### src/rtl/rvfi_mon_pkg.sv
package rvfi_mon_pkg;

  // Data path and CSR widths
  localparam int XLEN        = 32;
  localparam int MASK_W      = 4;
  localparam int CAUSE_W     = 11;
  localparam int CNT_W       = 16;
  localparam int DBG_CAUSE_W = 3;
  localparam int NUM_CHECKS  = 12;

  // Field positions inside dcsr and mcause
  localparam int DCSR_CAUSE_LSB = 6;
  localparam int MCAUSE_IRQ_BIT = 31;

  // Check identifiers whose flag bit is the value minus one
  typedef enum logic [3:0] {
    CHK_NONE           = 4'd0,
    CHK_RS_RESET       = 4'd1,
    CHK_DBG_CAUSE      = 4'd2,
    CHK_EXC_CAUSE      = 4'd3,
    CHK_EXC_MCAUSE_IRQ = 4'd4,
    CHK_IRQ_LEGAL      = 4'd5,
    CHK_CAUSE_NONZERO  = 4'd6,
    CHK_SYNC_CAUSE     = 4'd7,
    CHK_HANDLER_AMBIG  = 4'd8,
    CHK_IRQ_COUNT      = 4'd9,
    CHK_MEM_COUNT      = 4'd10,
    CHK_LOAD_MASK      = 4'd11,
    CHK_STORE_MASK     = 4'd12
  } chk_id_e;

  // Debug entry causes as found in dcsr.cause
  typedef enum logic [DBG_CAUSE_W-1:0] {
    DBG_NONE    = 3'd0,
    DBG_EBREAK  = 3'd1,
    DBG_TRIGGER = 3'd2,
    DBG_HALTREQ = 3'd3,
    DBG_STEP    = 3'd4
  } dbg_cause_e;

  // Standard CLINT interrupts
  localparam logic [CAUSE_W-1:0] CLINT_IRQ_MSI = 11'd3;
  localparam logic [CAUSE_W-1:0] CLINT_IRQ_MTI = 11'd7;
  localparam logic [CAUSE_W-1:0] CLINT_IRQ_MEI = 11'd11;

  // Platform fast interrupts
  localparam logic [CAUSE_W-1:0] CLINT_IRQ_HI_BASE = 11'd16;
  localparam logic [CAUSE_W-1:0] CLINT_IRQ_HI_LAST = 11'd31;

  // NMI causes that are legal for both controller styles
  localparam logic [CAUSE_W-1:0] NMI_CAUSE_LO = 11'd1024;
  localparam logic [CAUSE_W-1:0] NMI_CAUSE_HI = 11'd1027;

endpackage

### src/rtl/rvfi_cause_check.sv
`timescale 1ns/1ps

module rvfi_cause_check #(
  parameter bit CLIC          = 1'b0,
  parameter int CLIC_ID_WIDTH = 5
) (
  input  logic                                 clk_i,
  input  logic                                 rst_ni,
  input  logic                                 rvfi_valid,
  input  logic [rvfi_mon_pkg::DBG_CAUSE_W-1:0] rvfi_dbg,
  input  logic                                 rvfi_dbg_mode,
  input  logic [rvfi_mon_pkg::XLEN-1:0]        rvfi_csr_dcsr_rdata,
  input  logic [rvfi_mon_pkg::XLEN-1:0]        rvfi_csr_mcause_wdata,
  input  logic [rvfi_mon_pkg::XLEN-1:0]        rvfi_csr_mcause_wmask,
  input  logic                                 trap_exception,
  input  logic [5:0]                           trap_exception_cause,
  input  logic                                 trap_debug,
  input  logic [rvfi_mon_pkg::DBG_CAUSE_W-1:0] trap_debug_cause,
  input  logic                                 intr_interrupt,
  input  logic                                 intr_exception,
  input  logic [rvfi_mon_pkg::CAUSE_W-1:0]     intr_cause,
  output logic [rvfi_mon_pkg::NUM_CHECKS-1:0]  viol
);

  import rvfi_mon_pkg::*;

  localparam int unsigned MAX_CLIC_ID = (1 << CLIC_ID_WIDTH) - 1;

  logic               was_dbg_mode;
  logic               was_exception;
  dbg_cause_e         dcsr_cause;
  logic [CAUSE_W-1:0] mcause_exccode;
  logic               exc_outside_dbg;
  logic               irq_cause_legal;
  logic               nmi_cause;

  // History of the previous retirement only
  always_ff @(posedge clk_i or negedge rst_ni) begin
    if (!rst_ni) begin
      was_dbg_mode  <= 1'b0;
      was_exception <= 1'b0;
    end else if (rvfi_valid) begin
      was_dbg_mode  <= rvfi_dbg_mode;
      was_exception <= trap_exception;
    end
  end

  assign dcsr_cause      = dbg_cause_e'(rvfi_csr_dcsr_rdata[DCSR_CAUSE_LSB +: DBG_CAUSE_W]);
  assign mcause_exccode  = CAUSE_W'(rvfi_csr_mcause_wdata & rvfi_csr_mcause_wmask);
  assign exc_outside_dbg = rvfi_valid && trap_exception && !rvfi_dbg_mode;
  assign nmi_cause       = (intr_cause >= NMI_CAUSE_LO) && (intr_cause <= NMI_CAUSE_HI);

  // Legal cause set depends on the interrupt controller
  always_comb begin
    if (CLIC) begin
      irq_cause_legal = (32'(intr_cause) <= MAX_CLIC_ID) || nmi_cause;
    end else begin
      irq_cause_legal = (intr_cause == CLINT_IRQ_MSI) ||
                        (intr_cause == CLINT_IRQ_MTI) ||
                        (intr_cause == CLINT_IRQ_MEI) ||
                        ((intr_cause >= CLINT_IRQ_HI_BASE) &&
                         (intr_cause <= CLINT_IRQ_HI_LAST)) ||
                        nmi_cause;
    end
  end

  always_comb begin
    viol = '0;

    // Only checked on entry, not while already halted
    viol[CHK_DBG_CAUSE - 1] = rvfi_valid && (rvfi_dbg != DBG_NONE) && !was_dbg_mode &&
                              (rvfi_dbg != dcsr_cause);

    viol[CHK_EXC_CAUSE - 1] = exc_outside_dbg &&
                              (CAUSE_W'(trap_exception_cause) != mcause_exccode);

    // Exception must write mcause.interrupt as zero
    viol[CHK_EXC_MCAUSE_IRQ - 1] = exc_outside_dbg &&
                                   !(rvfi_csr_mcause_wmask[MCAUSE_IRQ_BIT] &&
                                     !rvfi_csr_mcause_wdata[MCAUSE_IRQ_BIT]);

    viol[CHK_IRQ_LEGAL - 1] = rvfi_valid && intr_interrupt && !irq_cause_legal;

    // CLIC allows interrupt id zero
    viol[CHK_CAUSE_NONZERO - 1] = rvfi_valid &&
                                  ((trap_exception && (trap_exception_cause == '0)) ||
                                   (trap_debug && (trap_debug_cause == '0)) ||
                                   (!CLIC && intr_interrupt && (intr_cause == '0)));

    // Sync handler entry mirrors the previous exception
    viol[CHK_SYNC_CAUSE - 1] = rvfi_valid && !intr_interrupt &&
                               (intr_exception != was_exception);

    viol[CHK_HANDLER_AMBIG - 1] = rvfi_valid && intr_exception && intr_interrupt;
  end

endmodule

### src/rtl/rvfi_err_log.sv
`timescale 1ns/1ps

module rvfi_err_log (
  input  logic                                clk_i,
  input  logic                                rst_ni,
  input  logic [rvfi_mon_pkg::NUM_CHECKS-1:0] viol,
  output logic [rvfi_mon_pkg::NUM_CHECKS-1:0] err_flags,
  output logic [rvfi_mon_pkg::CNT_W-1:0]      err_count,
  output rvfi_mon_pkg::chk_id_e               first_err,
  output logic                                first_err_valid
);

  import rvfi_mon_pkg::*;

  logic [CNT_W-1:0] viol_num;
  logic [CNT_W:0]   count_sum;
  logic [CNT_W-1:0] count_next;
  chk_id_e          lowest_id;

  // Number of checks violated this cycle
  always_comb begin
    viol_num = '0;
    for (int i = 0; i < NUM_CHECKS; i++) begin
      viol_num = viol_num + CNT_W'(viol[i]);
    end
  end

  // Extra carry bit detects overflow for saturation
  assign count_sum  = {1'b0, err_count} + {1'b0, viol_num};
  assign count_next = count_sum[CNT_W] ? '1 : count_sum[CNT_W-1:0];

  // Scan downwards so the lowest set bit wins
  always_comb begin
    lowest_id = CHK_NONE;
    for (int i = NUM_CHECKS - 1; i >= 0; i--) begin
      if (viol[i]) begin
        lowest_id = chk_id_e'(4'(i + 1));
      end
    end
  end

  always_ff @(posedge clk_i or negedge rst_ni) begin
    if (!rst_ni) begin
      err_flags <= '0;
      err_count <= '0;
    end else begin
      err_flags <= err_flags | viol;
      err_count <= count_next;
    end
  end

  // Only the first failing cycle is captured
  always_ff @(posedge clk_i or negedge rst_ni) begin
    if (!rst_ni) begin
      first_err       <= CHK_NONE;
      first_err_valid <= 1'b0;
    end else if (!first_err_valid && (|viol)) begin
      first_err       <= lowest_id;
      first_err_valid <= 1'b1;
    end
  end

endmodule

### src/rtl/rvfi_mem_check.sv
`timescale 1ns/1ps

module rvfi_mem_check (
  input  logic                                clk_i,
  input  logic                                rst_ni,
  input  logic                                rvfi_valid,
  input  logic [rvfi_mon_pkg::MASK_W-1:0]     rvfi_mem_rmask,
  input  logic [rvfi_mon_pkg::MASK_W-1:0]     rvfi_mem_wmask,
  input  logic                                rvfi_trap,
  input  logic                                is_load_instr,
  input  logic                                is_store_instr,
  input  logic                                is_load_acc_fault,
  input  logic                                is_store_acc_fault,
  input  logic                                bus_valid,
  input  logic                                bus_ready,
  output logic [rvfi_mon_pkg::NUM_CHECKS-1:0] viol
);

  import rvfi_mon_pkg::*;

  logic             has_rmask;
  logic             has_wmask;
  logic             load_bad;
  logic             store_bad;
  logic [1:0]       mem_new;
  logic [CNT_W-1:0] bus_cnt_q;
  logic [CNT_W-1:0] bus_cnt_d;
  logic [CNT_W-1:0] mem_cnt_q;
  logic [CNT_W-1:0] mem_cnt_d;

  assign has_rmask = |rvfi_mem_rmask;
  assign has_wmask = |rvfi_mem_wmask;

  // Loads own rmask, need one when they retire cleanly, and own load faults
  assign load_bad = (has_rmask && !is_load_instr) ||
                    (is_load_instr && !rvfi_trap && !has_rmask) ||
                    (is_load_acc_fault && !is_load_instr);

  // Same rules for the store side
  assign store_bad = (has_wmask && !is_store_instr) ||
                     (is_store_instr && !rvfi_trap && !has_wmask) ||
                     (is_store_acc_fault && !is_store_instr);

  // Single lane, so at most one read and one write per retirement
  always_comb begin
    mem_new = 2'd0;
    if (rvfi_valid && has_rmask) begin
      mem_new = mem_new + 2'd1;
    end
    if (rvfi_valid && has_wmask) begin
      mem_new = mem_new + 2'd1;
    end
  end

  assign bus_cnt_d = bus_cnt_q + CNT_W'(bus_valid && bus_ready);
  assign mem_cnt_d = mem_cnt_q + CNT_W'(mem_new);

  always_ff @(posedge clk_i or negedge rst_ni) begin
    if (!rst_ni) begin
      bus_cnt_q <= '0;
      mem_cnt_q <= '0;
    end else begin
      bus_cnt_q <= bus_cnt_d;
      mem_cnt_q <= mem_cnt_d;
    end
  end

  always_comb begin
    viol = '0;
    viol[CHK_LOAD_MASK - 1]  = rvfi_valid && load_bad;
    viol[CHK_STORE_MASK - 1] = rvfi_valid && store_bad;
    // Handshake in the same cycle as the retirement still covers it
    viol[CHK_MEM_COUNT - 1]  = mem_cnt_d > bus_cnt_d;
  end

endmodule

### src/rtl/rvfi_mon_top.sv
`timescale 1ns/1ps

module rvfi_mon_top #(
  parameter bit CLIC          = 1'b0,
  parameter int CLIC_ID_WIDTH = 5
) (
  input  logic                                 clk_i,
  input  logic                                 rst_ni,
  // Retirement record
  input  logic                                 rvfi_valid,
  input  logic [4:0]                           rvfi_rs1_addr,
  input  logic [4:0]                           rvfi_rs2_addr,
  input  logic [rvfi_mon_pkg::XLEN-1:0]        rvfi_rs1_rdata,
  input  logic [rvfi_mon_pkg::XLEN-1:0]        rvfi_rs2_rdata,
  input  logic [rvfi_mon_pkg::DBG_CAUSE_W-1:0] rvfi_dbg,
  input  logic                                 rvfi_dbg_mode,
  input  logic [rvfi_mon_pkg::XLEN-1:0]        rvfi_csr_dcsr_rdata,
  input  logic [rvfi_mon_pkg::XLEN-1:0]        rvfi_csr_mcause_wdata,
  input  logic [rvfi_mon_pkg::XLEN-1:0]        rvfi_csr_mcause_wmask,
  input  logic                                 trap_exception,
  input  logic [5:0]                           trap_exception_cause,
  input  logic                                 trap_debug,
  input  logic [rvfi_mon_pkg::DBG_CAUSE_W-1:0] trap_debug_cause,
  input  logic                                 intr_interrupt,
  input  logic                                 intr_exception,
  input  logic [rvfi_mon_pkg::CAUSE_W-1:0]     intr_cause,
  input  logic                                 rvfi_trap,
  input  logic [rvfi_mon_pkg::MASK_W-1:0]      rvfi_mem_rmask,
  input  logic [rvfi_mon_pkg::MASK_W-1:0]      rvfi_mem_wmask,
  input  logic                                 is_load_instr,
  input  logic                                 is_store_instr,
  input  logic                                 is_load_acc_fault,
  input  logic                                 is_store_acc_fault,
  // Side events
  input  logic                                 bus_valid,
  input  logic                                 bus_ready,
  input  logic                                 irq_ack,
  // Error status
  output logic [rvfi_mon_pkg::NUM_CHECKS-1:0]  err_flags,
  output logic [rvfi_mon_pkg::CNT_W-1:0]       err_count,
  output rvfi_mon_pkg::chk_id_e                first_err,
  output logic                                 first_err_valid
);

  import rvfi_mon_pkg::*;

  logic [NUM_CHECKS-1:0] cause_viol;
  logic [NUM_CHECKS-1:0] mem_viol;
  logic [NUM_CHECKS-1:0] retire_viol;
  logic [NUM_CHECKS-1:0] all_viol;

  rvfi_cause_check #(
    .CLIC          (CLIC),
    .CLIC_ID_WIDTH (CLIC_ID_WIDTH)
  ) i_cause (
    .clk_i, .rst_ni, .rvfi_valid, .rvfi_dbg, .rvfi_dbg_mode, .rvfi_csr_dcsr_rdata,
    .rvfi_csr_mcause_wdata, .rvfi_csr_mcause_wmask, .trap_exception,
    .trap_exception_cause, .trap_debug, .trap_debug_cause, .intr_interrupt,
    .intr_exception, .intr_cause,
    .viol (cause_viol)
  );

  rvfi_mem_check i_mem (
    .clk_i, .rst_ni, .rvfi_valid, .rvfi_mem_rmask, .rvfi_mem_wmask, .rvfi_trap,
    .is_load_instr, .is_store_instr, .is_load_acc_fault, .is_store_acc_fault,
    .bus_valid, .bus_ready,
    .viol (mem_viol)
  );

  rvfi_retire_check i_retire (
    .clk_i, .rst_ni, .rvfi_valid, .rvfi_rs1_addr, .rvfi_rs2_addr, .rvfi_rs1_rdata,
    .rvfi_rs2_rdata, .intr_interrupt, .irq_ack,
    .viol (retire_viol)
  );

  // Checkers own disjoint bits
  assign all_viol = cause_viol | mem_viol | retire_viol;

  rvfi_err_log i_log (
    .clk_i, .rst_ni,
    .viol (all_viol),
    .err_flags, .err_count, .first_err, .first_err_valid
  );

endmodule

### src/rtl/rvfi_retire_check.sv
`timescale 1ns/1ps

module rvfi_retire_check (
  input  logic                                clk_i,
  input  logic                                rst_ni,
  input  logic                                rvfi_valid,
  input  logic [4:0]                          rvfi_rs1_addr,
  input  logic [4:0]                          rvfi_rs2_addr,
  input  logic [rvfi_mon_pkg::XLEN-1:0]       rvfi_rs1_rdata,
  input  logic [rvfi_mon_pkg::XLEN-1:0]       rvfi_rs2_rdata,
  input  logic                                intr_interrupt,
  input  logic                                irq_ack,
  output logic [rvfi_mon_pkg::NUM_CHECKS-1:0] viol
);

  import rvfi_mon_pkg::*;

  logic             first_retire;
  logic             rs1_bad;
  logic             rs2_bad;
  logic [CNT_W-1:0] ack_cnt_q;
  logic [CNT_W-1:0] ack_cnt_d;
  logic [CNT_W-1:0] irq_cnt_q;
  logic [CNT_W-1:0] irq_cnt_d;

  // Set by reset, dropped by the first retirement
  always_ff @(posedge clk_i or negedge rst_ni) begin
    if (!rst_ni) begin
      first_retire <= 1'b1;
    end else if (rvfi_valid) begin
      first_retire <= 1'b0;
    end
  end

  // x0 reads zero anyway, other registers come out of reset as zero
  assign rs1_bad = (rvfi_rs1_addr != '0) && (rvfi_rs1_rdata != '0);
  assign rs2_bad = (rvfi_rs2_addr != '0) && (rvfi_rs2_rdata != '0);

  assign ack_cnt_d = ack_cnt_q + CNT_W'(irq_ack);
  assign irq_cnt_d = irq_cnt_q + CNT_W'(rvfi_valid && intr_interrupt);

  always_ff @(posedge clk_i or negedge rst_ni) begin
    if (!rst_ni) begin
      ack_cnt_q <= '0;
      irq_cnt_q <= '0;
    end else begin
      ack_cnt_q <= ack_cnt_d;
      irq_cnt_q <= irq_cnt_d;
    end
  end

  always_comb begin
    viol = '0;
    viol[CHK_RS_RESET - 1]  = rvfi_valid && first_retire && (rs1_bad || rs2_bad);
    // Every reported interrupt needs an acknowledge at or before it
    viol[CHK_IRQ_COUNT - 1] = irq_cnt_d > ack_cnt_d;
  end

endmodule

### config.mk
export PLATFORM = sky130hd
export DESIGN_NAME = rvfi_mon_top
export DESIGN_NICKNAME = d
export VERILOG_FILES = /design/src/rtl/rvfi_mon_pkg.sv /design/src/rtl/rvfi_cause_check.sv /design/src/rtl/rvfi_err_log.sv /design/src/rtl/rvfi_mem_check.sv /design/src/rtl/rvfi_mon_top.sv /design/src/rtl/rvfi_retire_check.sv
export SDC_FILE = /design/constraint.sdc
export NUM_CORES = 1
export LEC_CHECK = 0
export BUFFER_PORTS_ARGS = -buffer_cell sky130_fd_sc_hd__buf_2
export CORE_UTILIZATION = 49
export DETAILED_ROUTE_END_ITERATION = 8
export PLACE_DENSITY_LB_ADDON = 0.12
export SLEW_MARGIN = 20
export SYNTH_ARGS = -nofsm -noshare
export SYNTH_HDL_FRONTEND = slang
export SYNTH_SLANG_ARGS = --single-unit
export TNS_END_PERCENT = 100
### constraint.sdc
create_clock -name clk_i -period 7.5 [get_ports clk_i]
set_clock_uncertainty 0.05 [all_clocks]
set_input_delay 1.125 -clock clk_i [delete_from_list [all_inputs] [get_ports clk_i]]
set_output_delay 1.125 -clock clk_i [all_outputs]
set_load 0.005 [all_outputs]
==> qor.yml <==
worst_hold_path:
  hold_class: "flip-flop to flip-flop"
placement:
  dp_slack_ns: -0.4960
  gp_congestion: 0.8452
  place_hpwl_um: 12490
  placedCellCount: 969
  port_buffers: 180
clocking:
  cts_root_buffer: "clkbuf_16"
  hold_buffers: 0
  clkTransAtPathRegs_ns: 0.08
  cts-buffers-inserted: 9
  cts_tree: "built"
  cts_num_sinks: 100
  clk_latency_ns: 0.36
  htree_levels: 3
  clockBufferDepth: 2
worst_setup_path:
  critical_path_arrival_ns: 7.43
  critPathCaptureType: "flip-flop"
  cpPeakStageDelay_ns: 0.57
  crit_path_top_delay_cell: "fa_2"
  critPathLaunchType: "input port"
  crit_type: "input port to flip-flop"
  worstPathRequired_ns: 7.70
  crit_top_cell: "ha_1"
  critPathMaxFanout: 3
grt:
  grt_max_degree: 80
  antenna_found_initial: 1
  grt-ovfl-total: 0
  track_usage: 0.2588
  grt_pass1_vias: 5236
  grt_pass1_wl_um: 24970
power:
  p_sw_mw: 0.7882
  pwr-share-clk: 0.213
  powerDensity_mw_per_mm2: 270.3
  combPwrFrac: 0.442
  leakage_nw: 3.885
  p_int_mw: 1.331
  switching_share: 0.3719
  p_seq_frac: 0.345
  total_power_mw: 2.120
  ir_worst_vdd_uv: 142.6
yosys:
  syn_area_mm2: 0.006003
  synthesis.nets: 876
  syn-mean-instance-area_um2: 10.01
  ys_ff_latch: 100
  yosysUniqueCellTypes: 62
  synth-seq-area-share: 0.4170
  synth_edf_count: 0
  synthCells: 600
  ys.flop_type: "dfrtp_1"
  async_flop_share: 1.000
  yosys_warnings: 0
routing:
  ant_nets: 0
  vias_per_cell: 5.300
  drc: 0
  drt_iter0_drc: 168
  wl_um: 15530
  drtPass1Iterations: 4
  wl_per_cell_um: 15.69
  dr_total_vias: 5247
sta:
  finalHoldWorstSlack_ns: 0.4242
  tightest_slew_ns: 0.7967
  slew_headroom: 0.4614
  finalHoldViolations: 0
  slew_viol_final: 0
  period_share: 0.9642
  fmax_ghz: 0.1383
  period_minus_slack_ns: 7.232
  setup_ws_ns: 0.2682
  final-setup-viol-count: 0
run_status:
  status: "complete, no violations"
cells_and_area:
  finalNonFillerCells: 990
  nNetsFinal: 1113
  drive_above_1_share: 0.3515
  syn_to_final_growth_pct: 30.62
  nFillCells: 944
die:
  rows: 40
  core_area_mm2: 0.01196
  dieWidth_um: 112.7
  die_h_um: 112.7
  start_util: 0.5019
  ios: 250
  dieArea_mm2: 0.01270
job:
  cap_violations: 0
==> cell usage after synthesis (2+ instances only) <==
cell | instances | area share
nor3_1 | 8 | 0.0067
inv_1 | 59 | 0.037
nor4_1 | 20 | 0.021
fa_1 | 9 | 0.030
nor3b_1 | 3 | 0.0038
or2_2 | 7 | 0.0073
clkbuf_1 | 2 | 0.0013
and2_1 | 8 | 0.0083
nor2_1 | 26 | 0.016
a31o_2 | 2 | 0.0029
o211ai_1 | 6 | 0.0075
or4_1 | 4 | 0.0050
dfrtp_1 | 99 | 0.41
nor2b_1 | 12 | 0.013
mux2_2 | 3 | 0.0056
mux2i_1 | 2 | 0.0033
and4_1 | 4 | 0.0058
and2_2 | 3 | 0.0038
xnor2_1 | 43 | 0.063
nand2_1 | 56 | 0.035
nand4_1 | 25 | 0.026
a21oi_1 | 19 | 0.016
xor2_1 | 33 | 0.048
and3_1 | 13 | 0.014
ha_1 | 50 | 0.10
nand2b_1 | 12 | 0.013
o21ai_0 | 13 | 0.011
nand3_1 | 22 | 0.018
o21ai_1 | 3 | 0.0025
or4b_1 | 2 | 0.0033
==> cell families (layout without fill, tap and decap cells) <==
logic type | count (synthesis) | in the layout | synth area share
adders and majority gates | 59 | 59 | 0.1342
muxes | 5 | 5 | 0.008962
DFF | 100 | 100 | 0.4171
buffers and inverters | 63 | 305 | 0.04022
other | 0 | 1 | 0
xor gates and xnor gates | 76 | 76 | 0.1109
AOI/OAI and AO/OA | 60 | 60 | 0.06899
and+or+nand+nor | 237 | 237 | 0.2197
==> state kept, by name, summed over array words and instances (netlist names) <==
signal,count
i_cause.was_dbg_mode,1
i_cause.was_exception,1
i_log.err_count,16
i_log.err_flags,12
i_log.first_err,4
i_log.first_err_valid,1
i_mem.bus_cnt_q,16
i_mem.mem_cnt_q,16
i_retire.ack_cnt_q,16
i_retire.first_retire,1
i_retire.irq_cnt_q,16
==> power groups by stage <==
stage               sequential, mW  clock (mW)  combinational, mW
global route                 0.744       0.485               1.08
detailed placement           0.738           0              0.886
CTS                          0.730       0.460              0.912
floorplan                    0.725           0              0.564
global placement             0.731           0              0.841
finish                       0.731       0.451              0.937
==> final cells by class <==
type | instances | area [um^2] | area share
inverter | 59 | 221.5 | 0.02824
clock buffer | 10 | 229.0 | 0.02920
sequential | 100 | 2504 | 0.3193
clock inverter | 6 | 56.30 | 0.007180
antenna | 1 | 2.502 | 0.0003191
tap | 147 | 183.9 | 0.02346
timing repair buffer | 230 | 1282 | 0.1636
multi-input combinational | 437 | 3362 | 0.4288
==> stage by stage <==
step | utilization | area [um^2] | setup TNS [ns]
floorplan | - | 6022 | 0
global placement | 0.6212 | 7431 | -5.032
detailed placement | 0.6212 | 7431 | -7.012
CTS | 0.6478 | 7749 | 0
global route | 0.6553 | 7839 | -0.03219
finish | 0.6555 | 7841 | 0
==> final timing paths <==
kind | from | to | slack [ns] | cells after the start
max reg2reg | i_retire.ack_cnt_q[5] | i_log.err_count[15] | 0.81 | 29
max in group asynchronous | rst_ni | i_cause.was_exception | 5.78 | 2
min in group asynchronous | rst_ni | i_mem.bus_cnt_q[5] | 0.60 | 1
max | intr_interrupt | i_log.err_count[15] | 0.27 | 29
min reg2reg | i_log.err_flags[9] | i_log.err_flags[9] | 0.42 | 1
min | i_log.err_flags[9] | i_log.err_flags[9] | 0.42 | 1
==> placed cells by master (no fill, tap or decap), drive strengths merged, types with 10 or more instances in the layout <==
master / netlist / routed
buf: 2 / 230
dfrtp: 99 / 99
inv: 59 / 62
nand2: 56 / 56
ha: 50 / 50
xnor2: 43 / 43
xor2: 33 / 33
nor2: 26 / 26
nand4: 25 / 25
nand3: 22 / 22
nor4: 20 / 20
a21oi: 19 / 19
o21ai: 16 / 16
and3: 14 / 14
nor2b: 12 / 12
nand2b: 12 / 12
and2: 11 / 11
clkbuf: 2 / 10
==> routing by layer <==
layer  track usage  up-vias  routed length, um
met1        0.3450     2476               6929
met3       0.04482       21               1176
li1              -     2561                  -
met5             0        -                  0
met4       0.09333        0                384
met2        0.4251      189               7043
==> worst max-delay path: cells and delay by family <==
family / cells / cell delay (ns)
adders and majority gates: 9 / 3.26
and+or+nand+nor: 13 / 1.92
AOI/OAI and AO/OA: 2 / 0.35
muxes: 1 / 0.33
xor gates and xnor gates: 1 / 0.22
buffers and inverters: 3 / 0.21
==> repair_timing <==
action	in CTS	in global routing
pin swaps	6	13
setup buffers	1	3
endpoints found under the setup margin	16	16
resized for setup	5	20
(Power assumes the default switching activity.)
